==> config.mk <==
export PLATFORM = sky130hd
export DESIGN_NAME = sifhCore
export DESIGN_NICKNAME = d
export VERILOG_FILES = /design/src/hdl/sifhParamPkg.sv /design/src/hdl/sifhTypesPkg.sv /design/src/hdl/wbSamplePort.sv /design/src/hdl/frameSequencer.sv /design/src/hdl/sampleFilter.sv /design/src/hdl/binHistogram.sv /design/src/hdl/peakTracker.sv /design/src/hdl/peakRefine.sv /design/src/hdl/sifhCore.sv
export SDC_FILE = /design/constraint.sdc
export NUM_CORES = 1
export LEC_CHECK = 0
export BUFFER_PORTS_ARGS = -buffer_cell sky130_fd_sc_hd__clkbuf_2
export CAP_MARGIN = 20
export CORE_UTILIZATION = 45
export CTS_BUF_LIST = sky130_fd_sc_hd__clkbuf_2 sky130_fd_sc_hd__clkbuf_4 sky130_fd_sc_hd__clkbuf_8
export DETAILED_ROUTE_END_ITERATION = 10
export PLACE_DENSITY = 0.62
export SLEW_MARGIN = 20
export SYNTH_ARGS = -nofsm -noshare
export SYNTH_HDL_FRONTEND = slang
export SYNTH_SLANG_ARGS = --single-unit
==> constraint.sdc <==
create_clock -name clk -period 9.5 [get_ports clk]
set_input_delay 1.9 -clock clk [delete_from_list [all_inputs] [get_ports clk]]
set_output_delay 1.9 -clock clk [all_outputs]
set_load 0.1 [all_outputs]
==> src/hdl/sifhParamPkg.sv <==
// SiFH parameter set
// sizes of samples, histograms and passes, plus the bus address map
package sifhParamPkg;

    // ********************
    // sample and histogram
    localparam int NP = 8;
    localparam int NB = 4;
    localparam int BIN_NUM = 2 ** NB;
    localparam int PEAK_W = 8;
    localparam int SB = 2 ** (NB - 1);
    localparam logic [NP-1:0] NO_DATA = '1;

    // ********************
    // frame organisation
    localparam int PIXEL_NUM = 4;
    localparam int DATA_NUM = 4;
    localparam int ACQ_NUM = 8;
    localparam int DRAIN_CYCLES = 4;
    localparam int FRAME_W = 8;

    // counter widths
    localparam int PIX_W = $clog2(PIXEL_NUM);
    localparam int DATA_W = $clog2(DATA_NUM);
    localparam int ACQ_W = $clog2(ACQ_NUM);
    localparam int DRAIN_W = $clog2(DRAIN_CYCLES);

    // ********************
    // bus map, result of pixel p at ADR_RESULT + p
    localparam int ADR_W = 3;
    localparam logic [ADR_W-1:0] ADR_SAMPLE = 3'd0;
    localparam logic [ADR_W-1:0] ADR_RESULT = 3'd4;

endpackage

==> src/hdl/sifhTypesPkg.sv <==
// SiFH shared types
// bus request/response, pipeline beats, pass and sequencer states,
// per-pixel windows, peaks and results
package sifhTypesPkg;
    import sifhParamPkg::*;

    // ********************
    // states
    typedef enum logic {PASS_COARSE, PASS_FINE} pass_e;
    typedef enum logic {SEQ_RUN, SEQ_DRAIN} seqState_e;

    // ********************
    // wishbone classic
    typedef struct packed {
        logic cyc;
        logic stb;
        logic we;
        logic [ADR_W-1:0] adr;
        logic [NP+FRAME_W-1:0] dat;
    } wbReq_t;

    typedef struct packed {
        logic ack;
        logic [NP+FRAME_W-1:0] dat;
    } wbRsp_t;

    // ********************
    // pipeline beats
    typedef struct packed {
        logic valid;
        logic [PIX_W-1:0] pixel;
        logic [NP-1:0] sample;
    } sampleIn_t;

    typedef struct packed {
        logic valid;
        logic [PIX_W-1:0] pixel;
        logic [NB-1:0] bin;
    } binBeat_t;

    typedef struct packed {
        logic valid;
        logic [PIX_W-1:0] pixel;
        logic [NB-1:0] bin;
        logic [PEAK_W-1:0] count;
    } binHit_t;

    // fine pass window on the full sample scale
    typedef struct packed {
        logic [NP-1:0] thMinus;
        logic [NP-1:0] thPlus;
    } window_t;

    typedef window_t [PIXEL_NUM-1:0] windowArr_t;
    typedef logic [PIXEL_NUM-1:0][NB-1:0] peakArr_t;
    typedef logic [PIXEL_NUM-1:0][NP-1:0] resultArr_t;

endpackage

==> src/hdl/wbSamplePort.sv <==
`timescale 1ns/10ps
// Wishbone classic slave of the peak finder
// sample writes go to the sequencer, reads return status or results;
// ack is held off while the pipeline drains
module wbSamplePort (
    input  logic                                clk,
    input  logic                                combin_res,
    input  sifhTypesPkg::wbReq_t                wbReq,
    output sifhTypesPkg::wbRsp_t                wbRsp,
    input  logic                                busy,
    input  sifhTypesPkg::pass_e                 pass,
    input  logic [sifhParamPkg::FRAME_W-1:0]    frameCount,
    input  sifhTypesPkg::resultArr_t            results,
    output logic                                sampleAccept,
    output logic [sifhParamPkg::NP-1:0]         sampleData
);
    import sifhParamPkg::*;
    import sifhTypesPkg::*;

    logic ack;
    logic reqSeen;
    logic isSample;
    logic isResult;
    logic [PIX_W-1:0] resIdx;
    logic [NP+FRAME_W-1:0] rdNext;
    logic [NP+FRAME_W-1:0] rdData;

    // new request, not during the ack cycle and not while draining
    assign reqSeen = wbReq.cyc && wbReq.stb && !ack && !busy;

    // address decode
    assign isSample = wbReq.adr == ADR_SAMPLE;
    assign isResult = (wbReq.adr >= ADR_RESULT) &&
                      (int'(wbReq.adr) < int'(ADR_RESULT) + PIXEL_NUM);
    assign resIdx = PIX_W'(wbReq.adr - ADR_RESULT);

    // read mux, status is frame count on top and pass in bit 0
    always_comb begin
        if (isSample) begin
            rdNext = {frameCount, {(NP - 1){1'b0}}, pass == PASS_FINE};
        end else if (isResult) begin
            rdNext = {{FRAME_W{1'b0}}, results[resIdx]};
        end else begin
            rdNext = '0;
        end
    end

    // one clock ack, sample strobe goes out with it
    always_ff @(posedge clk or negedge combin_res) begin
        if (!combin_res) begin
            ack <= 1'b0;
            sampleAccept <= 1'b0;
        end else begin
            ack <= reqSeen;
            sampleAccept <= reqSeen && wbReq.we && isSample;
        end
    end

    // data registers
    always_ff @(posedge clk) begin
        if (reqSeen) begin
            rdData <= rdNext;
            sampleData <= wbReq.dat[NP-1:0];
        end
    end

    assign wbRsp = '{ack: ack, dat: rdData};

endmodule

==> src/hdl/frameSequencer.sv <==
`timescale 1ns/10ps
// frame sequencer
// tags accepted samples with their pixel, counts acquisitions,
// drains the pipeline at pass end and alternates coarse and fine passes
module frameSequencer (
    input  logic                                clk,
    input  logic                                combin_res,
    input  logic                                sampleAccept,
    input  logic [sifhParamPkg::NP-1:0]         sampleData,
    output sifhTypesPkg::sampleIn_t             sampleOut,
    output sifhTypesPkg::pass_e                 pass,
    output logic                                busy,
    output logic                                passEnd,
    output logic [sifhParamPkg::FRAME_W-1:0]    frameCount
);
    import sifhParamPkg::*;
    import sifhTypesPkg::*;

    logic [DATA_W-1:0] dataCnt;
    logic [PIX_W-1:0] pixCnt;
    logic [ACQ_W-1:0] acqCnt;
    logic [DRAIN_W-1:0] drainCnt;
    seqState_e state;
    logic dataWrap;
    logic pixWrap;
    logic lastSample;

    assign dataWrap = dataCnt == DATA_W'(DATA_NUM - 1);
    assign pixWrap = pixCnt == PIX_W'(PIXEL_NUM - 1);
    assign lastSample = dataWrap && pixWrap && (acqCnt == ACQ_W'(ACQ_NUM - 1));

    // sample with its pixel index
    assign sampleOut = '{valid: sampleAccept, pixel: pixCnt, sample: sampleData};

    assign busy = state == SEQ_DRAIN;
    assign passEnd = busy && (drainCnt == DRAIN_W'(DRAIN_CYCLES - 1));

    // ********************
    // data / pixel / acquisition counters
    always_ff @(posedge clk or negedge combin_res) begin
        if (!combin_res) begin
            dataCnt <= '0;
            pixCnt <= '0;
            acqCnt <= '0;
        end else if (sampleAccept) begin
            dataCnt <= dataWrap ? '0 : dataCnt + 1'b1;
            if (dataWrap) begin
                pixCnt <= pixWrap ? '0 : pixCnt + 1'b1;
                // all pixels done, next round
                if (pixWrap) begin
                    acqCnt <= lastSample ? '0 : acqCnt + 1'b1;
                end
            end
        end
    end

    // ********************
    // pass FSM and drain
    always_ff @(posedge clk or negedge combin_res) begin
        if (!combin_res) begin
            state <= SEQ_RUN;
            drainCnt <= '0;
            pass <= PASS_COARSE;
            frameCount <= '0;
        end else begin
            case (state)
                SEQ_RUN: begin
                    if (sampleAccept && lastSample) begin
                        state <= SEQ_DRAIN;
                        drainCnt <= '0;
                    end
                end
                SEQ_DRAIN: begin
                    drainCnt <= drainCnt + 1'b1;
                    if (passEnd) begin
                        state <= SEQ_RUN;
                        pass <= (pass == PASS_COARSE) ? PASS_FINE : PASS_COARSE;
                        // a fine pass closes the frame
                        if (pass == PASS_FINE) begin
                            frameCount <= frameCount + 1'b1;
                        end
                    end
                end
                default: state <= SEQ_RUN;
            endcase
        end
    end

endmodule

==> src/hdl/sampleFilter.sv <==
`timescale 1ns/10ps
// sample filter
// coarse pass: top NB bits are the bin, no-data samples dropped
// fine pass: offset inside the pixel window is the bin
module sampleFilter (
    input  logic                        clk,
    input  logic                        combin_res,
    input  sifhTypesPkg::sampleIn_t     sampleIn,
    input  sifhTypesPkg::pass_e         pass,
    input  sifhTypesPkg::windowArr_t    windows,
    output sifhTypesPkg::binBeat_t      beat
);
    import sifhParamPkg::*;
    import sifhTypesPkg::*;

    window_t win;
    logic [NP-1:0] offset;
    logic inWindow;
    binBeat_t beatNext;

    // window of the incoming pixel
    assign win = windows[sampleIn.pixel];
    assign offset = sampleIn.sample - win.thMinus;
    assign inWindow = (sampleIn.sample >= win.thMinus) && (sampleIn.sample <= win.thPlus);

    always_comb begin
        beatNext.pixel = sampleIn.pixel;
        if (pass == PASS_COARSE) begin
            beatNext.bin = sampleIn.sample[NP-1 -: NB];
            beatNext.valid = sampleIn.valid && (sampleIn.sample != NO_DATA);
        end else begin
            beatNext.bin = offset[NB-1:0];
            // top bin reserved, window never reaches no-data
            beatNext.valid = sampleIn.valid && inWindow && (offset < NP'(BIN_NUM - 1));
        end
    end

    always_ff @(posedge clk or negedge combin_res) begin
        if (!combin_res) begin
            beat <= '0;
        end else begin
            beat <= beatNext;
        end
    end

endmodule

==> src/hdl/binHistogram.sv <==
`timescale 1ns/10ps
// per-pixel bin histogram
// PIXEL_NUM x BIN_NUM saturating counters, read-modify-write in one cycle;
// a valid flag per bin lets the whole histogram clear in one clock
module binHistogram (
    input  logic                        clk,
    input  logic                        combin_res,
    input  sifhTypesPkg::binBeat_t      beat,
    input  logic                        clear,
    output sifhTypesPkg::binHit_t       hit
);
    import sifhParamPkg::*;

    // ********************
    // storage
    logic [PEAK_W-1:0] counts [PIXEL_NUM*BIN_NUM];
    logic [PIXEL_NUM*BIN_NUM-1:0] binValid;

    logic [PIX_W+NB-1:0] addr;
    logic [PEAK_W-1:0] curCount;
    logic [PEAK_W-1:0] newCount;

    // pixel selects the block, bin the entry
    assign addr = {beat.pixel, beat.bin};
    assign curCount = counts[addr];

    // ********************
    // increment
    always_comb begin
        if (!binValid[addr]) begin
            // first hit since clear
            newCount = PEAK_W'(1);
        end else if (curCount == '1) begin
            newCount = curCount;
        end else begin
            newCount = curCount + 1'b1;
        end
    end

    // write back, a following hit on the same bin reads the new value
    always_ff @(posedge clk) begin
        if (beat.valid) begin
            counts[addr] <= newCount;
        end
    end

    // flags
    always_ff @(posedge clk or negedge combin_res) begin
        if (!combin_res) begin
            binValid <= '0;
        end else if (clear) begin
            binValid <= '0;
        end else if (beat.valid) begin
            binValid[addr] <= 1'b1;
        end
    end

    // ********************
    // hit out to the tracker
    always_ff @(posedge clk or negedge combin_res) begin
        if (!combin_res) begin
            hit <= '0;
        end else begin
            hit.valid <= beat.valid;
            hit.pixel <= beat.pixel;
            hit.bin <= beat.bin;
            hit.count <= newCount;
        end
    end

endmodule

==> src/hdl/peakTracker.sv <==
`timescale 1ns/10ps
// running peak tracker
// keeps the highest count and its bin per pixel;
// only a strictly greater count moves the peak, so ties keep the first bin
module peakTracker (
    input  logic                        clk,
    input  logic                        combin_res,
    input  sifhTypesPkg::binHit_t       hit,
    input  logic                        clear,
    output sifhTypesPkg::peakArr_t      peaks
);
    import sifhParamPkg::*;
    import sifhTypesPkg::*;

    logic [PIXEL_NUM-1:0][PEAK_W-1:0] best;
    peakArr_t bestBin;
    logic newBest;

    // compare against the stored best of that pixel
    assign newBest = hit.valid && (hit.count > best[hit.pixel]);

    always_ff @(posedge clk or negedge combin_res) begin
        if (!combin_res) begin
            best <= '0;
            bestBin <= '0;
        end else if (clear) begin
            // empty pixel reports bin 0
            best <= '0;
            bestBin <= '0;
        end else if (newBest) begin
            best[hit.pixel] <= hit.count;
            bestBin[hit.pixel] <= hit.bin;
        end
    end

    assign peaks = bestBin;

endmodule

==> src/hdl/peakRefine.sv <==
`timescale 1ns/10ps
// peak refinement
// coarse pass end: window [thMinus, thPlus] around each coarse peak
// fine pass end: result = fine peak + thMinus
module peakRefine (
    input  logic                        clk,
    input  logic                        combin_res,
    input  logic                        passEnd,
    input  sifhTypesPkg::pass_e         pass,
    input  sifhTypesPkg::peakArr_t      peaks,
    output sifhTypesPkg::windowArr_t    windows,
    output sifhTypesPkg::resultArr_t    results
);
    import sifhParamPkg::*;
    import sifhTypesPkg::*;

    logic [PIXEL_NUM-1:0][NP-1:0] ch;
    windowArr_t winNext;

    // ********************
    // window rule
    always_comb begin
        for (int p = 0; p < PIXEL_NUM; p++) begin
            // coarse bin back on the full scale
            ch[p] = {peaks[p], {(NP - NB){1'b0}}};
            if (ch[p] > NO_DATA - NP'(2 * SB + 1)) begin
                // pinned below the no-data code
                winNext[p].thPlus = NO_DATA - NP'(1);
                winNext[p].thMinus = NO_DATA - NP'(2 * SB + 1);
            end else if (ch[p] <= NP'(SB)) begin
                winNext[p].thMinus = '0;
                winNext[p].thPlus = NP'(2 * SB);
            end else begin
                winNext[p].thMinus = ch[p] - NP'(SB);
                winNext[p].thPlus = ch[p] + NP'(SB);
            end
        end
    end

    // ********************
    // latch at pass end
    always_ff @(posedge clk or negedge combin_res) begin
        if (!combin_res) begin
            windows <= '0;
            results <= '0;
        end else if (passEnd) begin
            if (pass == PASS_COARSE) begin
                windows <= winNext;
            end else begin
                for (int p = 0; p < PIXEL_NUM; p++) begin
                    results[p] <= NP'(peaks[p]) + windows[p].thMinus;
                end
            end
        end
    end

endmodule

==> src/hdl/sifhCore.sv <==
`timescale 1ns/10ps
// SiFH peak finder top level
// bus port, sequencer, filter, histogram, peak tracker and refinement
module sifhCore (
    input  logic                    clk,
    input  logic                    combin_res,
    input  sifhTypesPkg::wbReq_t    wbReq,
    output sifhTypesPkg::wbRsp_t    wbRsp
);
    import sifhParamPkg::*;
    import sifhTypesPkg::*;

    // bus side
    logic sampleAccept;
    logic [NP-1:0] sampleData;

    // sequencing
    sampleIn_t sampleIn;
    pass_e pass;
    logic busy;
    logic passEnd;
    logic [FRAME_W-1:0] frameCount;

    // ********************
    // pipeline
    binBeat_t beat;
    binHit_t hit;
    peakArr_t peaks;
    windowArr_t windows;
    resultArr_t results;

    wbSamplePort i_wbSamplePort (
        .clk(clk), .combin_res(combin_res), .wbReq(wbReq), .wbRsp(wbRsp), .busy(busy),
        .pass(pass), .frameCount(frameCount), .results(results),
        .sampleAccept(sampleAccept), .sampleData(sampleData)
    );

    frameSequencer i_frameSequencer (
        .clk(clk), .combin_res(combin_res), .sampleAccept(sampleAccept),
        .sampleData(sampleData), .sampleOut(sampleIn), .pass(pass), .busy(busy),
        .passEnd(passEnd), .frameCount(frameCount)
    );

    sampleFilter i_sampleFilter (
        .clk(clk), .combin_res(combin_res), .sampleIn(sampleIn), .pass(pass),
        .windows(windows), .beat(beat)
    );

    // pass end also clears histogram and tracker
    binHistogram i_binHistogram (
        .clk(clk), .combin_res(combin_res), .beat(beat), .clear(passEnd), .hit(hit)
    );

    peakTracker i_peakTracker (
        .clk(clk), .combin_res(combin_res), .hit(hit), .clear(passEnd), .peaks(peaks)
    );

    peakRefine i_peakRefine (
        .clk(clk), .combin_res(combin_res), .passEnd(passEnd), .pass(pass), .peaks(peaks),
        .windows(windows), .results(results)
    );

endmodule

* Yosys cells after proc, flatten, opt, wreduce, memory -nomap -nowiden
Memories as Yosys holds them, arrays and structs flattened.
Index checks and enable logic that the tools add are counted.
** Word-level totals
- Memories kept :: 1
- Bits in writable memories :: 512
- Word-level logic and storage cells :: 166
- Output and inout port bits :: 17
- Bits of input ports :: 24
- Bits in registers :: 275
** Operators by class
- Bitwise operators :: 4
- Magnitude comparators :: 19
- Add/subtract/negate cells :: 20
- Muxes and demuxes :: 47
- Reductions and logical operators :: 28
- Eq/ne operators :: 7
** Memory list
- i_binHistogram.counts :: depth 64, width 8, rd ports 1, clocked after memory_dff 0, write ports 1, line binHistogram.sv:16 : logic [PEAK_W-1:0] counts [PIXEL_NUM*BIN_NUM];
** Operators with widths (number)
- $mux 16 :: 12
- $mux 64 :: 2
- $mux 32 :: 2
- $or 64x64->64 :: 1
- $mux 8 :: 6
- $add 4x8->8 :: 4
- $add 8x4->8 const B :: 4
- $bmux 16 s2 :: 1
- $bmux 8 s2 :: 2
- $bwmux 32 :: 1
- $gt 8x8->1 const B :: 4
- $le 8x4->1 const B :: 4
- $sub 8x4->8 const B :: 4
- $add 8x1->8 const B :: 2
- $bwmux 16 :: 1
- $demux 8 s2 :: 1
- $logic_and 1x1->1 :: 16
- $lt 2x3->1 const B :: 3
- $demux 4 s2 :: 1
- $eq 8x8->1 const B :: 1
- $ge 8x8->1 :: 1
- $gt 8x8->1 :: 1
- $le 8x8->1 :: 1
- $lt 8x4->1 const B :: 1
- other kinds (27) :: 49

* Depth between registers and ports, before layout
- Depth after elaboration :: 7
- Gate-level depth with buffers :: 16
- Mapped depth without buffers :: 11

* Hierarchy
From an unflattened synthesis, not the netlist that was laid out.
** Second synthesis, totals
- Cells, all modules :: 2339
- Area total of the unflattened synthesis :: 33248.1 um^2
** By module, submodules not included
- binHistogram :: times used 1, area each 23406.2 um^2, sequential area each 17351.6 um^2, cells each 1447
- peakRefine :: times used 1, area each 3913.8 um^2, sequential area each 1801.7 um^2, cells each 413
- peakTracker :: times used 1, area each 2631.3 um^2, sequential area each 1201.2 um^2, cells each 213
- sampleFilter :: times used 1, area each 1247.4 um^2, sequential area each 175.2 um^2, cells each 127
- wbSamplePort :: times used 1, area each 1122.3 um^2, sequential area each 770.7 um^2, cells each 62
- frameSequencer :: times used 1, area each 927.1 um^2, sequential area each 475.5 um^2, cells each 77

* Worst setup path before layout
No wires, ideal clock.
- Kind :: flip-flop to flip-flop
- Start :: register i_sampleFilter.beat[2] (netlist name)
- End :: memory i_binHistogram.counts[0][1], data pin
- Buffers on the path :: 4
- Setup time :: 775 ps
- Required time :: 8725 ps
- Clock period less this slack :: 6513 ps
- Slack :: 2987 ps
- Stages on the path, launching flop included :: 15
- Arrival :: 5738 ps
- Cells stage by stage :: dfrtp_1 > buf_6 > buf_6 > buf_4 > buf_4 > mux2_2 > a221oi_1 > nor2_1 > a221oi_1 > o22ai_1 > nor3_2 > inv_1 > ha_1 > and3_4 > a311oi_1
** Between the ends
- Cells in the longest elaborated chain, start to end :: 4
- Elaborated cells on any way between the ends :: 7
- Classes of those cells :: add/sub (1); eq/ne (1); mux (4); memory (1)
** RTL lines
- $mem_v2 64x8
- $add 8x1->8 / $eq 8x8->1 (equally long branches) :: line binHistogram.sv:36, binHistogram.sv:33
- $mux 8 :: line binHistogram.sv:33 : end else if (curCount == '1) begin
- $mux 8 (*) :: line binHistogram.sv:30 : if (!binValid[addr]) begin
- via i_binHistogram.newCount[1] :: line binHistogram.sv:21 : logic [PEAK_W-1:0] newCount;
- end: declaration :: line binHistogram.sv:16
The timed path passes the listed nets; every way through them passes the cells marked *. The select of a mux whose other input is x is not followed.

* Worst setup path after layout
- Start :: register i_sampleFilter.beat[2] (netlist name)
- End :: memory i_binHistogram.counts[31][4], data pin
** Between the ends
- Cells in the longest elaborated chain, start to end :: 4
- Elaborated cells on any way between the ends :: 7
- Classes of those cells :: add/sub (1); eq/ne (1); mux (4); memory (1)
** RTL lines (line)
- $mem_v2 64x8
- $add 8x1->8 / $eq 8x8->1 (equally long branches) :: binHistogram.sv:36, binHistogram.sv:33
- $mux 8 :: binHistogram.sv:33
- $mux 8 (*) :: binHistogram.sv:30
- via i_binHistogram.newCount[4] :: binHistogram.sv:21
Marked as above.

==> impl_metrics.toml <==
[sta]
clock.fmax_ghz = 0.1561
rsz0062_at_grt = "false"
setup_viol = 0
relSlewSlack_pct = 22.52
fin_ws_ns = 3.095
finalCriticalPeriod_ns = 6.405
worst_slew_pin_slew_ns = 1.158
setup_total_negative_slack_ns = 0
fin_crit_sh_pct = 67.42
hold_viol_final = 0
slew_viol_final = 0
skew_ns = 0.03742

[yosys]
ys_seq_elements = 763
synth_top_cell_by_area = "edfxtp_1"
synth_cell_types = 84
synthCells = 2220
postSynthAreaPerCell_um2 = 14.44
ys_seq_area_share_pct = 67.92
synth.top_cell.area_share_pct = 50.20
syn_area_mm2 = 0.03206
ys.flop_type = "edfxtp_1"
ys_async_sr_fraction_pct = 29.75
synthTopCellsByArea = "edfxtp_1, dfrtp_1, mux4_2"
yosys_warnings = 0
syn_nets = 2296
synth_edf_count = 536

[final_layout]
drive_above_1_share_pct = 18.42
final_cell_mix = "edfxtp_1, nor2_1, dfrtp_1, clkbuf_8, nand2_1"
nFillCells = 5808
multi_input_area_mm2 = 0.009483
regArea_mm2 = 0.02179
area_growth_pct = 11.81
finish.instance_area_mm2 = 0.03584
layout_commonest_cell = "edfxtp_1"
fin_nets = 2372

[grt]
grt_pass1_vias = 19530
grt_antenna_before_repair = 3
grt_use_total_pct = 23.79
use_met3_pct = 6.037
grtUsageMet2_pct = 36.29
overflow = 0
grt_pass1_wl_um = 125000
met1_usage_pct = 32.54
top_usage_layer = "met2"
grt_max_degree = 90

[worst_setup_path]
crit_path_end = "i_binHistogram.counts[31][4]"
setup.worst_path.start = "i_sampleFilter.beat[2]"
r2r-end = "i_binHistogram.counts[31][4]"
criticalPathCategory = "reg2reg"
worstPathArrival_ns = 6.90
reg2reg_depth = 13
r2r-start = "i_sampleFilter.beat[2]"
startpoint_type = "flip-flop"
r2r_slack_ns = 3.10
end_kind = "flip-flop"
path_max_fanout = 89
worstPathRequired_ns = 10.00

[power_and_ir_drop]
ir_drop_mv = 0.09943
power_leakage_nw = 13.44
combPwrFrac_pct = 4.9
powerDensity_mw_per_mm2 = 196.4
power_frac_seq_pct = 51.8
power_mw = 7.041
switching_share_pct = 22.84
p_clk_share_pct = 43.3
p_int_mw = 5.432
p_sw_mw = 1.608

[floorplanning]
die_y_um = 268.9
num_rows = 97
dieWidth_um = 268.9
core_mm2 = 0.07027
initial_core_util_pct = 45.62
die_area_mm2 = 0.07232
ios = 41

[clocking]
cts.sinks = 763
htree_num_levels = 4
clockBufferDepth = 3
cts-root-buf = "clkbuf_8"
cts_hold_buf = 0
clkTransAtPathRegs_ns = 0.06
cts_tree = "done"
cts_setup_buffers = 0
clock_latency_ns = 0.80
cts_resized = 0
numCtsBuffers = 132

[route]
vias = 19560
wirelength_um = 84050
drc = 0
wl_per_cell_um = 25.16
firstDrtPassIters = 5
drtIter0Drc = 2062
via_per_inst = 5.855
antenna_left = 0

[placed_design]
routabilityCongestion = 0.9311
port_buffers = 32
dp.final_hpwl_um = 52080
dpl_cell_area_mm2 = 0.03310
place_ws_ns = 3.294

[run]
cap_violations = 0

[min_path]
hp-class = "reg2reg"

[outcome]
status = "finished clean"
## power by group through the flow
stage	clock network, mW	registers [mW]	logic, mW
floorplan	0	3.71	0.202
global placement	0	3.71	0.330
detailed placement	0	3.72	0.339
CTS	3.10	3.65	0.340
global route	3.25	3.65	0.369
finish	3.05	3.65	0.342
## routing by layer
layer	routed length, µm	share of wire (%)
met4	2677	3.2
met5	0	0
met3	6946	8.3
met2	38680	46
met1	35740	43
## worst min path at each step
stage / from / to / slack, ns / cells after the start
finish: i_frameSequencer.frameCount[7] / i_frameSequencer.frameCount[7] / 0.47 / 1
global route: i_peakRefine.results[14] / i_peakRefine.results[14] / 0.50 / 2
CTS: i_frameSequencer.frameCount[7] / i_frameSequencer.frameCount[7] / 0.47 / 1
detailed placement: i_frameSequencer.frameCount[7] / i_frameSequencer.frameCount[7] / 0.47 / 1
global placement: i_frameSequencer.frameCount[7] / i_frameSequencer.frameCount[7] / 0.46 / 1
floorplan: i_sampleFilter.beat[6] / i_binHistogram.hit[14] / 0.35 / 0
## cells in the mapped netlist, drive strengths merged (6+ instances only)
library cell and count:
mux4 53, a221o 12, nand3 17, and2 23, and3b 6, dfrtp 227
and3 19, a22o 13, mux2i 100, nand2 121, a221oi 45, inv 49
xor2 22, nand3b 8, nand2b 19, o21ai 68, a22oi 51, nor2 289
or3b 11, a21oi 52, nor3b 9, nor2b 13, mux2 55, buf 60
nand4 8, clkbuf 70, edfxtp 536, ha 47, o22ai 52, a21o 22
nor4 7, a31oi 16, a211oi 11, o22a 7, nor3 16, xnor2 14
## worst max-delay path, stage by stage, from the launching register on
cell and delay [ns]:
dfrtp_4 0.85, buf_12 0.48, and3b_1 0.57, a22o_1 0.37
a221oi_1 0.26, a31oi_1 0.12, or4_1 0.70, nor3_2 0.45
inv_1 0.09, ha_1 0.30, nand3_1 0.21, nor3_1 0.12
a211oi_4 0.88, buf_4 0.58
## kinds of logic after synthesis
logic type | count (synthesis) | share of synthesized area [%]
flip-flops | 763 | 67.92
AND/OR/NAND/NOR | 580 | 8.364
AO/OA/AOI/OAI | 401 | 8.840
multiplexers | 208 | 8.777
buffers and inverters | 180 | 2.966
adder cells (fa/ha/maj) | 52 | 2.147
XOR/XNOR | 36 | 0.9835
## sequential cells by signal, indices dropped and copies added (netlist names)
signal / cells
i_frameSequencer.pass: 1
i_peakRefine.results: 32
i_binHistogram.hit: 15
i_peakRefine.windows: 40
i_frameSequencer.pixCnt: 2
i_binHistogram.binValid: 64
i_wbSamplePort.sampleAccept: 1
i_frameSequencer.acqCnt: 3
i_frameSequencer.frameCount: 8
i_peakTracker.peaks: 16
i_peakTracker.best: 32
i_frameSequencer.dataCnt: 2
i_sampleFilter.beat: 7
i_frameSequencer.busy: 1
i_wbSamplePort.rdData: 16
i_wbSamplePort.ack: 1
i_frameSequencer.drainCnt: 2
i_binHistogram.counts: 512
i_wbSamplePort.sampleData: 8
## final cells by class
cell class | count | share of cell area [%]
diodes | 2 | 0.01396
clock buffers | 193 | 6.590
flip-flops and latches | 763 | 60.78
multi-input cells | 1277 | 26.46
inverters | 50 | 0.5236
well taps | 940 | 3.281
repair buffers | 72 | 1.403
clock inverters | 44 | 0.9495
## per-stage QoR
step,util (%),cells,hold WS [ns]
after detailed placement,47.11,3100,0.4673
after global routing,51.01,3341,0.4966
after floorplan,-,2220,0.3519
final,51.01,3341,0.4704
after global placement,47.11,3100,0.4557
after CTS,50.96,3337,0.4741
Note: power is estimated with default switching activity, not from simulation.
